<file path="src/common/wide_accum_macros.svh">
`ifndef WIDE_ACCUM_MACROS_SVH
`define WIDE_ACCUM_MACROS_SVH

////////////////////////////////////////
// Operand and result widths
////////////////////////////////////////

// Width of the z operand
`define ACC_Z_W      41

// Width of p and acc_init, a whole number of slices above ACC_Z_W
`define ACC_P_W      96

////////////////////////////////////////
// Slice geometry
////////////////////////////////////////

// One adder slice of the chain
`define ACC_SLICE_W  48

// Slices needed to cover the accumulator
`define ACC_SLICES   (`ACC_P_W / `ACC_SLICE_W)

`endif

</file>
<file path="src/common/wide_accum_pkg.sv">
`include "wide_accum_macros.svh"

package wide_accum_pkg;

    ////////////////////////////////////////
    // Slice data
    ////////////////////////////////////////

    // One word of the carry chain, slice 0 holds the lowest bits of p
    typedef logic [`ACC_SLICE_W-1:0] slice_t;

    ////////////////////////////////////////
    // Accumulate operation
    ////////////////////////////////////////

    // Meaning of acc_addsub
    typedef enum logic
    {
        ACC_ADD = 1'b0,                             // p <= p + z
        ACC_SUB = 1'b1                              // p <= p - z
    } acc_op_e;

endpackage

</file>
<file path="src/accum/acc_operand_prep.sv">
`timescale 1ns/1ps

`include "wide_accum_macros.svh"

module acc_operand_prep
    import wide_accum_pkg::*;
#(
    parameter int Z_SIGNED = 1                      // 1 treats z as two's complement
)
(
    input  logic [`ACC_Z_W-1:0]      z,
    input  acc_op_e                  acc_addsub,
    output slice_t [`ACC_SLICES-1:0] operand,       // Slice 0 lowest
    output logic                     carry_first    // Carry into slice 0
);

    localparam int EXT_W = `ACC_P_W - `ACC_Z_W;     // Bits added above z

    logic                z_fill;                    // Value of the extension bits
    logic [`ACC_P_W-1:0] z_ext;                     // z at full accumulator width
    logic                do_sub;
    logic [`ACC_P_W-1:0] sub_mask;                  // All ones when subtracting
    logic [`ACC_P_W-1:0] op_full;                   // Operand before slicing

    ////////////////////////////////////////
    // Extension of z
    ////////////////////////////////////////

    // Unsigned z gets zeros, signed z repeats its top bit
    assign z_fill = (Z_SIGNED != 0) ? z[`ACC_Z_W-1] : 1'b0;
    assign z_ext  = {{EXT_W{z_fill}}, z};

    ////////////////////////////////////////
    // Add or subtract
    ////////////////////////////////////////

    // p - z is done as p + ~z + 1 over the whole chain,
    // so the +1 enters once at slice 0 and the inversion covers every slice
    assign do_sub      = (acc_addsub == ACC_SUB);
    assign sub_mask    = {`ACC_P_W{do_sub}};
    assign op_full     = z_ext ^ sub_mask;          // Invert on subtract
    assign carry_first = do_sub;

    ////////////////////////////////////////
    // Split into slice words
    ////////////////////////////////////////

    generate
        for (genvar s = 0; s < `ACC_SLICES; s++)
        begin : g_split
            assign operand[s] = op_full[s*`ACC_SLICE_W +: `ACC_SLICE_W];
        end
    endgenerate

endmodule

</file>
<file path="src/accum/acc_slice.sv">
`timescale 1ns/1ps

`include "wide_accum_macros.svh"

module acc_slice
    import wide_accum_pkg::*;
(
    input  logic   clk,
    input  logic   rst,
    input  logic   ce,                              // Clock enable for the register
    input  logic   reload,                          // Load init_slice instead of sum
    input  slice_t init_slice,
    input  slice_t operand,                         // Already inverted for subtract
    input  logic   carry_in,
    output logic   carry_out,                       // Combinational, to the slice above
    output slice_t p_slice
);

    slice_t                acc_q;                   // Accumulator register
    logic [`ACC_SLICE_W:0] acc_ext;                 // Register with a zero on top
    logic [`ACC_SLICE_W:0] op_ext;                  // Operand with a zero on top
    logic [`ACC_SLICE_W:0] cin_ext;                 // Carry in at sum width
    logic [`ACC_SLICE_W:0] sum;                     // Carry out in the top bit

    ////////////////////////////////////////
    // Slice adder
    ////////////////////////////////////////

    assign acc_ext = {1'b0, acc_q};
    assign op_ext  = {1'b0, operand};
    assign cin_ext = {{`ACC_SLICE_W{1'b0}}, carry_in};

    assign sum       = acc_ext + op_ext + cin_ext;
    assign carry_out = sum[`ACC_SLICE_W];

    // carry_out is still produced during a reload. The slice above
    // reloads in the same cycle, so it never adds that carry

    ////////////////////////////////////////
    // Accumulator register
    ////////////////////////////////////////

    always_ff @(posedge clk)
    begin
        if (rst)
        begin
            acc_q <= '0;
        end
        else if (ce)
        begin
            if (reload)
            begin
                acc_q <= init_slice;                // Start a new sum
            end
            else
            begin
                acc_q <= sum[`ACC_SLICE_W-1:0];     // Drop carry, it goes upward
            end
        end
    end

    assign p_slice = acc_q;

endmodule

</file>
<file path="src/rtl/wide_accum.sv">
`timescale 1ns/1ps

`include "wide_accum_macros.svh"

module wide_accum
    import wide_accum_pkg::*;
#(
    parameter int Z_SIGNED = 1                      // 0 zero-extends z
)
(
    input  logic                clk,
    input  logic                rst,
    input  logic                ce,                 // Cycle is ignored when low
    input  logic [`ACC_Z_W-1:0] z,
    input  logic [`ACC_P_W-1:0] acc_init,
    input  logic                reload,
    input  acc_op_e             acc_addsub,
    output logic [`ACC_P_W-1:0] p
);

    slice_t [`ACC_SLICES-1:0] operand;              // Prepared z per slice
    logic                     carry_first;          // Subtract carry into slice 0
    logic   [`ACC_SLICES:0]   carry;                // Carry chain, one per boundary
    slice_t [`ACC_SLICES-1:0] init_slices;          // acc_init cut into slices
    slice_t [`ACC_SLICES-1:0] p_slices;             // Registered slice outputs

    ////////////////////////////////////////
    // Elaboration checks
    ////////////////////////////////////////

    generate
        if ((`ACC_P_W % `ACC_SLICE_W) != 0)
        begin : g_bad_p_multiple
            $fatal(1, "wide_accum: ACC_P_W %0d is not a multiple of %0d",
                   `ACC_P_W, `ACC_SLICE_W);
        end
        if (`ACC_P_W <= `ACC_Z_W)
        begin : g_bad_p_size
            $fatal(1, "wide_accum: ACC_P_W %0d must exceed ACC_Z_W %0d",
                   `ACC_P_W, `ACC_Z_W);
        end
        if ((Z_SIGNED != 0) && (Z_SIGNED != 1))
        begin : g_bad_z_signed
            $fatal(1, "wide_accum: Z_SIGNED %0d must be 0 or 1", Z_SIGNED);
        end
    endgenerate

    ////////////////////////////////////////
    // Operand preparation
    ////////////////////////////////////////

    acc_operand_prep #(
        .Z_SIGNED    (Z_SIGNED)
    ) u_prep (
        .z           (z),
        .acc_addsub  (acc_addsub),
        .operand     (operand),
        .carry_first (carry_first)
    );

    assign init_slices = acc_init;                  // Slice 0 gets bits 47:0
    assign carry[0]    = carry_first;

    ////////////////////////////////////////
    // Slice chain
    ////////////////////////////////////////

    // The carry ripples through every slice in one cycle.
    // carry[ACC_SLICES] leaves the top slice and is dropped (wraps modulo 2**ACC_P_W)
    generate
        for (genvar s = 0; s < `ACC_SLICES; s++)
        begin : g_slice
            acc_slice u_slice (
                .clk        (clk),
                .rst        (rst),
                .ce         (ce),
                .reload     (reload),
                .init_slice (init_slices[s]),
                .operand    (operand[s]),
                .carry_in   (carry[s]),
                .carry_out  (carry[s+1]),
                .p_slice    (p_slices[s])
            );
        end
    endgenerate

    assign p = p_slices;                            // Slice 0 lowest

endmodule

</file>
<file path="config.mk">
export PLATFORM = sky130hd
export DESIGN_NAME = wide_accum
export DESIGN_NICKNAME = d
export VERILOG_FILES = /design/src/common/wide_accum_pkg.sv /design/src/accum/acc_operand_prep.sv /design/src/accum/acc_slice.sv /design/src/rtl/wide_accum.sv
export VERILOG_INCLUDE_DIRS = /design/src /design/src/common
export SDC_FILE = /design/constraint.sdc
export NUM_CORES = 1
export LEC_CHECK = 0
export BUFFER_PORTS_ARGS = -buffer_cell sky130_fd_sc_hd__buf_2
export CAP_MARGIN = 20
export CORE_ASPECT_RATIO = 1.75
export CORE_MARGIN = 2
export CORE_UTILIZATION = 50
export DETAILED_ROUTE_END_ITERATION = 8
export HOLD_SLACK_MARGIN = 0.08
export PLACE_DENSITY = 0.75
export SLEW_MARGIN = 30
export SYNTH_ARGS = -nofsm -noshare
export SYNTH_HDL_FRONTEND = slang
export SYNTH_SLANG_ARGS = --single-unit
</file>
<file path="constraint.sdc">
create_clock -name clk -period 9.2 [get_ports clk]
set_clock_uncertainty 0.2 [all_clocks]
set_input_delay 0.92 -clock clk [delete_from_list [all_inputs] [get_ports clk]]
set_output_delay 0.92 -clock clk [all_outputs]
set_load 0.05 [all_outputs]
</file>
# After elaboration in Yosys (flattened, before gate mapping)
# Index checks and enable logic that the tools add are counted.
[word_totals]
regBits = 96
inputBits = 142
output_inout_bits = 96
word_cells = 9
[op_classes]
addsub = 4
muxes = 2
n_bitwise = 1
[op_table]
columns = ["op", "count"]
rows = [
  ["2-to-1 mux 48 bit", 2],
  ["XOR 96 bit", 1],
  ["adder 48 x 48 -> 49 bit", 1],
  ["adder 49 x 1 -> 49 bit", 1],
  ["adder 48 x 1 -> 48 bit", 1],
  ["adder 48 bit", 1],
]

# Depth between registers and ports, before layout
# Gate-level depths: netlist (run 1).
[logic_depth]
ltp_word = 5
ltp_mapped = 29
ltp_nobuf = 27

# Modules after synthesis
# Synthesis (run 1) repeated with hierarchy kept, for this count alone.
[unflattened]
cells_unflattened = 1377
area_unflattened_um2 = 10575.1
[modules_own_cells]
columns = ["mod", "instances", "cells_each", "area_per_inst_um2", "seq_area_each_um2"]
rows = [
  ["acc_slice at g_slice[0].u_slice", 1, 646, 4862.2, 960.9],
  ["acc_slice at g_slice[1].u_slice", 1, 629, 4842.1, 960.9],
  ["acc_operand_prep", 1, 102, 870.8, 0.0],
]

# Least setup slack after synthesis (run 1)
# No wires, ideal clock.
[synth_path]
kind = "in2reg"
start = "input port acc_addsub"
end = "register g_slice[1].u_slice.acc_q[42]"
setup_ns = 0.086
t_arrival_ns = 7.554
t_required_ns = 8.914
path_slack_ns = 1.361
stages = 25
n_path_buf = 2
cell_sequence = "buf_2 xor2_1 ha_1 buf_2 a21o_1 a21o_1 a21oi_1 nor2_1 nor2_1 a21boi_1 o21ai_0 fa_1 inv_1 fa_1 nand2b_1 a21oi_1 o21a_1 nor4_4 o21ai_4 a311oi_2 o21ai_2 a21boi_1 o21bai_2 xnor2_1 a211oi_1"
[synth_via]
elab_chain_cells = 5
word_cells_on_any_way = 6
cone_classes = "4 x add/sub; 1 x mux; 1 x bitwise"
[synth_lines]
columns = ["element", "line_no", "text"]
rows = [
  ["start, declared", "wide_accum.sv:17", "input acc_op_e acc_addsub,"],
  ["XOR 96 bit", "acc_operand_prep.sv:41", "assign op_full = z_ext ^ sub_mask;"],
  ["adder 48 x 48 -> 49 bit", "acc_slice.sv:33", "assign sum = acc_ext + op_ext + cin_ext;"],
  ["adder 49 x 1 -> 49 bit", "acc_slice.sv:33", ""],
  ["adder 48 x 1 -> 48 bit (*)", "acc_slice.sv:33", ""],
  ["2-to-1 mux 48 bit (*)", "acc_slice.sv:51", "if (reload)"],
  ["end signal, assigned", "acc_slice.sv:53", "acc_q <= init_slice;"],
  ["end signal, assigned", "acc_slice.sv:57", "acc_q <= sum[`ACC_SLICE_W-1:0];"],
  ["end, declared", "acc_slice.sv:19", "slice_t acc_q;"],
]
# Every way passes the cells marked *; elsewhere a longest branch is shown, timed or not.
# A chain may end at the register's enable or synchronous reset.

# Worst setup path in the final report (run 1)
[layout_path]
start = "input port acc_addsub"
end = "register g_slice[1].u_slice.acc_q[30]"
# The elaborated chain is that of the path after synthesis.

==> summary.txt, run 1 <==
Status
  • Status: finished clean

Synthesis
  • EDFF count, synth: 0
  • Post-Synth Simple-Gate Area: 17.89%
  • Post-Synthesis Cell Area: roughly 0.0098 sq mm
  • Synth Area in Compound Gates: between 30 and 40%
  • Post-synth cell types: 77
  • Asr flop ratio synth: 0%
  • Largest family of logic cells by synthesized area: compound AO/OA/AOI/OAI gates
  • Post-synthesis adder-cell area fraction: approximately 13%
  • Mux share of post-synthesis cell area: less than 1%
  • Most used DFF post-synth: dfxtp_1
  • Syn_nets: about 1.5k
  • Yosys warns: 0
  • Avg Cell Area, Syn: between 7 and 8 sq um
  • XOR/XNOR Fraction of Synth Area: around 11%
  • Sequential fraction of the synthesis area: between 15 and 20%
  • Synthesized flop and latch total: 96
  • Syn Inst Count: around 1.3k

Worst setup path
  • Worst Path Max Fanout: 27
  • Crit start category: input pin
  • Setup crit end kind: register
  • WP data arrival: approximately 7.2 ns
  • Crit path required time: approximately 9.3 ns
  • Crit path kind: input pin to register

Clock network
  • H-tree levels: 3
  • CTS tree: done
  • CTS sink count: 96
  • CTS root buf: clkbuf_16
  • Post-CTS resize count: 0
  • Clock Path Buffers: 2
  • Cts bufs inserted: 9
  • # hold bufs at CTS: 0
  • Post-CTS setup repair buffer count: 0
  • Clk pin slew, worst setup/hold paths: 0.07 ns
  • Latest clock arrival within the worst-skew pair: about 0.37 ns

Timing
  • Final Slew Violations: 0
  • Final Hold Viols: 0
  • Fmax: 140.2 MHz
  • Worst Tran Pin Value: 0.9393 ns
  • RSZ-0062 raised after global routing: no
  • Final Cycle Share: 77.53%
  • Min Tclk post-route: around 7.1 ns
  • Setup_tns: 0 ns
  • Slew HR: 37.38%
  • Final setup violation count: 0

Floorplanning
  • Die Ht: 189.0 microns
  • Ports: ~240
  • Starting Density: roughly 51%
  • Die area: roughly 0.021 sq mm
  • Row count: 67
  • Core ar.: about 0.019 sq mm
  • Die Wd: roughly 110 microns

Drt
  • Final ANT Viol Nets: 0
  • DRT iter0 DRCs: slightly above 600
  • DR vias: ~10k
  • Vias per std cell: approximately 6
  • Final WL: roughly 30000 microns
  • DRC: 0
  • WL per Instance: roughly 18 microns
  • Router iterations before antenna repair: 5

Power
  • Pwr dens: roughly 170 mW/mm^2
  • Logic pwr share: around 54%
  • Flop pwr share: around a quarter
  • Int Pwr: between 0.001 and 0.0015 W
  • Leakage Power: approximately 5.4 nW
  • Sw frac: between 40% and 50%
  • NetSw: ~0.00089 W
  • Clock share of power: between 20% and 30%
  • Peak VDD IR: 105.4 uV

Worst hold path
  • Hold crit path type: register to register

Place
  • Post-DP HPWL: ~23000 microns
  • IO Port Bufs: about 240
  • Routability cong.: between 0.9 and 1

Global routing
  • Initial antenna violation count: 3
  • First-pass GRT wire length: approximately 48000 microns
  • Largest net degree at the start of global routing: ~120
  • Grt total ovfl: 0
  • Total GRT Usage: 29.19%
  • Vias in the first global route: 10.17k

Final layout
  • Layout cells sized above 1: about a fifth
  • Area delta synth->final: 15.95%
  • Max FFs per register: 96
  • Final net count: 1716
  • Fin util: around 60%

Flow run
  • Max-cap violations: 0
-- area by class of cell --
class / instances / area [sq um]
Tap cell: 241 / 301.5
Clock inverter: 5 / 58.81
Multi-Input combinational cell: 1099 / 7471
Sequential cell: 96 / 1922
Clock buffer: 10 / 229.0
Antenna cell: 2 / 5.005
Timing Repair Buffer: 243 / 1240
Inverter: 29 / 108.9
Fill cell: 1851 / 7861
-- final timing paths --
path / start / endpoint / slack [ns] / cells past startpoint
worst max-delay path: acc_addsub / g_slice[1].u_slice.p_slice[30] / 2.07 / 26
worst min-delay path: g_slice[1].u_slice.p_slice[5] / g_slice[1].u_slice.p_slice[5] / 0.30 / 2
worst max register to register: g_slice[0].u_slice.p_slice[0] / g_slice[1].u_slice.p_slice[40] / 3.10 / 25
worst min register to register: g_slice[1].u_slice.p_slice[5] / g_slice[1].u_slice.p_slice[5] / 0.30 / 2
-- routing by layer --
layer	global-route usage (%)	routed length [microns]	vias to the layer above
met5	0	13	-
met4	15.73	1382	2
met3	3.821	1467	88
met2	54.01	16450	357
met1	30.95	11490	4871
li1	-	-	5160
-- cell usage in the layout (no fill, tap or decap), types with 19 or more instances in the layout --
cell      count
nand3_1      23
nor2_1      126
ha_1         93
nand2_1     120
o21ai_0      95
xnor2_1      43
a21oi_1     124
xor2_1       76
dfxtp_1      96
a21o_1       57
buf_2       235
inv_1        28
a211oi_1     25
nand4_1      19
o211ai_1     57
-- logic make-up after synthesis --
family,Yosys count
DFF,96
and+or+nand+nor,378
adders and majority gates,96
buffers and inverters,105
xor gates and xnor gates,120
muxes,8
AOI/OAI and AO/OA,497
-- synthesized netlist by cell type, drive strengths merged, types with 11 or more instances --
cell      n  area (sq um)
a211oi   26         200.2
a21o     57         427.9
a21oi   127         646.9
a31oi    18         112.6
and3     13         81.33
buf      18         76.32
clkbuf   58         217.7
dfxtp    96          1922
ha       93          1164
inv      28         105.1
nand2   120         450.4
nand2b   14         87.58
nand3    23         115.1
nand4    19         118.9
nor2    126         473.0
nor2b    12         75.07
nor3     14         75.07
o211ai   57         427.9
o21a     12         90.09
o21ai   109         568.1
o21bai   12         93.84
o22ai    11         82.58
xnor2    43         376.6
xor2     77         674.4
-- power groups by stage --
| stage | registers (W) | logic, W | clock network [W] |
|---|---|---|---|
| global route | 0.000500 | 0.00114 | 0.000416 |
| detailed placement | 0.000505 | 0.00103 | 0 |
| global placement | 0.000504 | 0.00102 | 0 |
| floorplan | 0.000640 | 0.000655 | 0 |
| finish | 0.000495 | 0.00104 | 0.000392 |
| CTS | 0.000495 | 0.00104 | 0.000400 |
-- through the flow --
step / total power, W / hold slack, ns / instance area [sq um] / setup WS, ns / std cells
2_1_floorplan: 0.001295 / 0.5146 / 9777 / 1.361 / 1300
3_3_place_gp: 0.001524 / 0.2930 / 11040 / 1.831 / 1708
3_5_place_dp: 0.001533 / 0.2980 / 11040 / 1.707 / 1708
4_1_cts: 0.001931 / 0.3093 / 11330 / 2.089 / 1723
5_1_grt: 0.002054 / 0.3421 / 11340 / 1.679 / 1725
6_report: 0.001932 / 0.3029 / 11340 / 2.067 / 1725
-- worst max-delay path, stage by stage --
cell and delay [ns]:
buf_2 0.62, buf_4 0.44, xor2_1 0.19, ha_1 0.36
a21oi_1 0.21, o21ai_0 0.16, a221o_1 0.35, a21oi_1 0.17
o21ai_2 0.12, a21o_1 0.22, a21boi_1 0.22, o21ai_0 0.24
fa_1 0.48, inv_1 0.09, fa_1 0.19, nand2b_1 0.13
a21oi_1 0.10, o21a_1 0.22, nor4_4 0.36, o21ai_4 0.14
a311oi_2 0.42, nor3_1 0.11, nor2_1 0.26, xor2_1 0.17
o211ai_1 0.10, o211a_1 0.17
(Power assumes the default switching activity.)
==> inputs of run 2 (changes only) <==
--- a/config.mk
+++ b/config.mk
@@ -6,6 +6,7 @@
 export SDC_FILE = /design/constraint.sdc
 export NUM_CORES = 1
 export LEC_CHECK = 0
+export ABC_AREA = 1
 export BUFFER_PORTS_ARGS = -buffer_cell sky130_fd_sc_hd__buf_2
 export CAP_MARGIN = 20
 export CORE_ASPECT_RATIO = 1.75
@@ -13,7 +14,7 @@
 export CORE_UTILIZATION = 50
 export DETAILED_ROUTE_END_ITERATION = 8
 export HOLD_SLACK_MARGIN = 0.08
-export PLACE_DENSITY = 0.75
+export PLACE_DENSITY = 0.76
 export SLEW_MARGIN = 30
 export SYNTH_ARGS = -nofsm -noshare
 export SYNTH_HDL_FRONTEND = slang
==> constraint.sdc (replaced) <==
create_clock -name clk -period 6.4 [get_ports clk]
set_clock_uncertainty 0.2 [all_clocks]
set_input_delay 0.64 -clock clk [delete_from_list [all_inputs] [get_ports clk]]
set_output_delay 0.64 -clock clk [all_outputs]
set_load 0.05 [all_outputs]
==> run 2 against run 1 <==
Design area grew 27%. Synthesized cell count increased by 81%. Sequential share of layout area fell by 3.6 points. Flip-flop and latch count is the same. Largest cell class unchanged. Combinational power grew 63%. Global-route usage grew 7.3 points. Clock power is 58% higher. Wire length rose by 61%. Die area rose by 29%. Non-clock buffer count up 2. Register-to-register slack got worse by 1.1 ns. First-iteration DRC count rose by 26%.
==> summary.txt, run 2 <==
Clock network
  • Clk pin slew, worst setup/hold paths: 0.07 ns
  • CTS root buf: clkbuf_16
  • CTS tree: done
  • Latest clock arrival within the worst-skew pair: between 0.3 and 0.4 ns
  • Cts bufs inserted: 9
  • # hold bufs at CTS: 0
  • Post-CTS setup repair buffer count: 0
  • Clock Path Buffers: 2
  • CTS sink count: 96
  • Post-CTS resize count: 0
  • H-tree levels: 3

Final layout
  • ANT cells: 0
  • Fin util: a little under three fifths
  • Commonest non-fill, non-tap cells in the layout: 839 x nand2_1, 379 x inv_1, 289 x nor2_1
  • Commonest non-fill, non-tap cell in the layout: nand2_1
  • Layout cells sized above 1: a little over an eighth
  • Final net count: 2796
  • Area delta synth->final: 13.56%
  • Max FFs per register: 96

Floorplanning
  • Row count: 77
  • Die Ht: approximately 210 microns
  • Die area: approximately 0.027 sq mm
  • Die Wd: around 120 microns
  • Core ar.: ~0.025 sq mm
  • Starting Density: between 50% and 60%
  • Ports: between 200 and 250

Drt
  • DRC: 0
  • DRT iter0 DRCs: about 770
  • Router iterations before antenna repair: 6
  • Final ANT Viol Nets: 0
  • DR vias: 14.96k
  • Vias per std cell: 5.196
  • Final WL: 49600 microns
  • WL per Instance: ~17 microns

Worst setup path
  • Crit start category: input pin
  • Reg2reg setup slack: roughly 2.0 ns
  • Setup crit end kind: register
  • Worst path max stage delay: about 0.56 ns
  • R2R Path Start: g_slice[0].u_slice.p_slice[0]
  • Worst Reg-to-Reg Cells: 27
  • Top cell by count, worst path: nand2_1
  • WP data arrival: just over 5 ns
  • Worst Path Max Fanout: 40
  • Crit path required time: 6.44 ns
  • CP max stage cell: buf_4
  • Crit path kind: input pin to register
  • Crit Reg-Reg Endpoint: g_slice[1].u_slice.p_slice[36]

Synthesis
  • Area leader, netlist: nand2_1
  • Syn Inst Count: ~2.4k
  • Sequential fraction of the synthesis area: between 10% and 20%
  • Avg Cell Area, Syn: 5.372 sq um
  • Syn_nets: approximately 2.6k
  • Synth area leaders: nand2_1 25%, dfxtp_1 15%, inv_1 11%, ha_1 9.2%, nor2_1 8.6%
  • Post-synth cell types: 37
  • Yosys warns: 0
  • Post-Synthesis Cell Area: around 0.013 sq mm
  • Most used DFF post-synth: dfxtp_1
  • Most instantiated cells after synthesis: 839 x nand2_1, 381 x inv_1, 289 x nor2_1, 162 x a21oi_1, 108 x nand3_1
  • Most common cell in the netlist: nand2_1
  • Asr flop ratio synth: 0%
  • Synthesized flop and latch total: 96
  • Synth top area share: approximately a quarter
  • EDFF count, synth: 0

Timing
  • Final Hold Viols: 0
  • Worst Tran Pin Value: 0.9779 ns
  • Slew HR: between 30% and 40%
  • Fmax: about 200 MHz
  • Final setup violation count: 0
  • Setup_tns: 0 ns
  • Final Slew Violations: 0
  • RSZ-0062 raised after global routing: no
  • Min Tclk post-route: 5.040 ns
  • Final Cycle Share: slightly below 80%

Power
  • Clock share of power: 20.4%
  • Sw frac: between 50 and 60%
  • Peak VDD IR: between 100 and 150 uV
  • NetSw: between 0.0015 and 0.002 W
  • Pwr dens: between 200 and 250 mW/mm^2
  • Leakage Power: between 8 and 9 nW
  • Logic pwr share: between 50% and 60%
  • Flop pwr share: a little under a quarter
  • Int Pwr: 0.001478 W

Worst hold path
  • Hold crit path type: register to register
  • Hold Crit Depth: 2
  • Launch point of the worst hold path: g_slice[1].u_slice.p_slice[37]
  • Hold endpoint: g_slice[1].u_slice.p_slice[37]

Status
  • Status: finished clean

Global routing
  • Grt total ovfl: 0
  • Initial antenna violation count: 1
  • Vias in the first global route: ~15k
  • First-pass GRT wire length: around 76000 microns
  • Largest net degree at the start of global routing: 100
  • Total GRT Usage: a little over a third

Place
  • Routability cong.: between 1 and 1.5
  • Post-DP HPWL: about 41000 microns
  • IO Port Bufs: ~240

Flow run
  • Max-cap violations: 0
[run 2: cell types whose count changed after synthesis, moves of 27 or more]
cell | previous run | this run
nor2_1 | 126 | 289
nand3_1 | 23 | 108
inv_1 | 28 | 381
xnor2_1 | 43 | 16
nor2_2 | 0 | 36
o211ai_1 | 57 | 17
o21ai_0 | 95 | 55
nand2_1 | 120 | 839
a21oi_1 | 124 | 162
a21o_1 | 57 | 2
[run 2: metal layers]
layer	vias up	track usage, %	share of wire, %
met5	-	0	0
met4	0	32.21	10
met3	207	4.840	3.9
met2	496	70.84	53
met1	6592	31.89	33
li1	7665	-	-
[run 2: logic make-up (layout without fill, tap and decap cells)]
kind of cell / after synthesis / in the layout / synth area share [%]
buffers and inverters: 456 / 660 / 13.63
AND/OR/NAND/NOR: 1354 / 1354 / 43.97
adder cells (fa/ha/maj): 96 / 96 / 9.655
AO/OA/AOI/OAI: 273 / 273 / 11.77
XOR/XNOR: 84 / 84 / 5.805
flip-flops: 96 / 96 / 15.16
[run 2: power groups by stage]
stage | logic [W] | clock network [W] | registers (W)
after floorplan | 0.00102 | 0 | 0.000905
after global placement | 0.00167 | 0 | 0.000723
after detailed placement | 0.00168 | 0 | 0.000725
after CTS | 0.00169 | 0.000626 | 0.000711
after global routing | 0.00187 | 0.000641 | 0.000718
final | 0.00170 | 0.000618 | 0.000712
[run 2: critical path: cells and delay by family]
kind,cells,cell delay [ns]
fa+ha+maj,3,0.89
buf+inv,7,1.14
compound gates,3,0.43
simple gates,16,1.93
[run 2: per-stage QoR]
stage	setup slack (ns)	hold WS, ns	instances	power [W]	cell area (sq um)
global route	1.002	0.3018	2879	0.003230	14390
finish	1.360	0.2900	2879	0.003031	14390
floorplan	1.397	0.5039	2359	0.001926	12670
CTS	1.432	0.2915	2879	0.003027	14390
global placement	1.169	0.2687	2863	0.002391	14090
detailed placement	1.042	0.2796	2863	0.002405	14090
[run 2: final cells by class]
class,instances,area (sq um)
Clock buffer,11,242.7
Clock inverter,5,56.30
Fill cell,2784,10660
Inverter,399,1505
Multi-Input combinational cell,1807,9024
Sequential cell,96,1922
Tap cell,316,395.4
Timing Repair Buffer,245,1246
[run 2: worst max-delay path by stage]
stage / start / slack [ns] / cells past startpoint / end
after floorplan: acc_addsub / 1.40 / 26 / g_slice[1].u_slice.p_slice[28]
after global placement: acc_addsub / 1.17 / 32 / g_slice[1].u_slice.p_slice[30]
after detailed placement: acc_addsub / 1.04 / 29 / g_slice[1].u_slice.p_slice[32]
after CTS: acc_addsub / 1.43 / 29 / g_slice[1].u_slice.p_slice[40]
after global routing: acc_addsub / 1.00 / 30 / g_slice[1].u_slice.p_slice[36]
final: acc_addsub / 1.36 / 29 / g_slice[1].u_slice.p_slice[36]
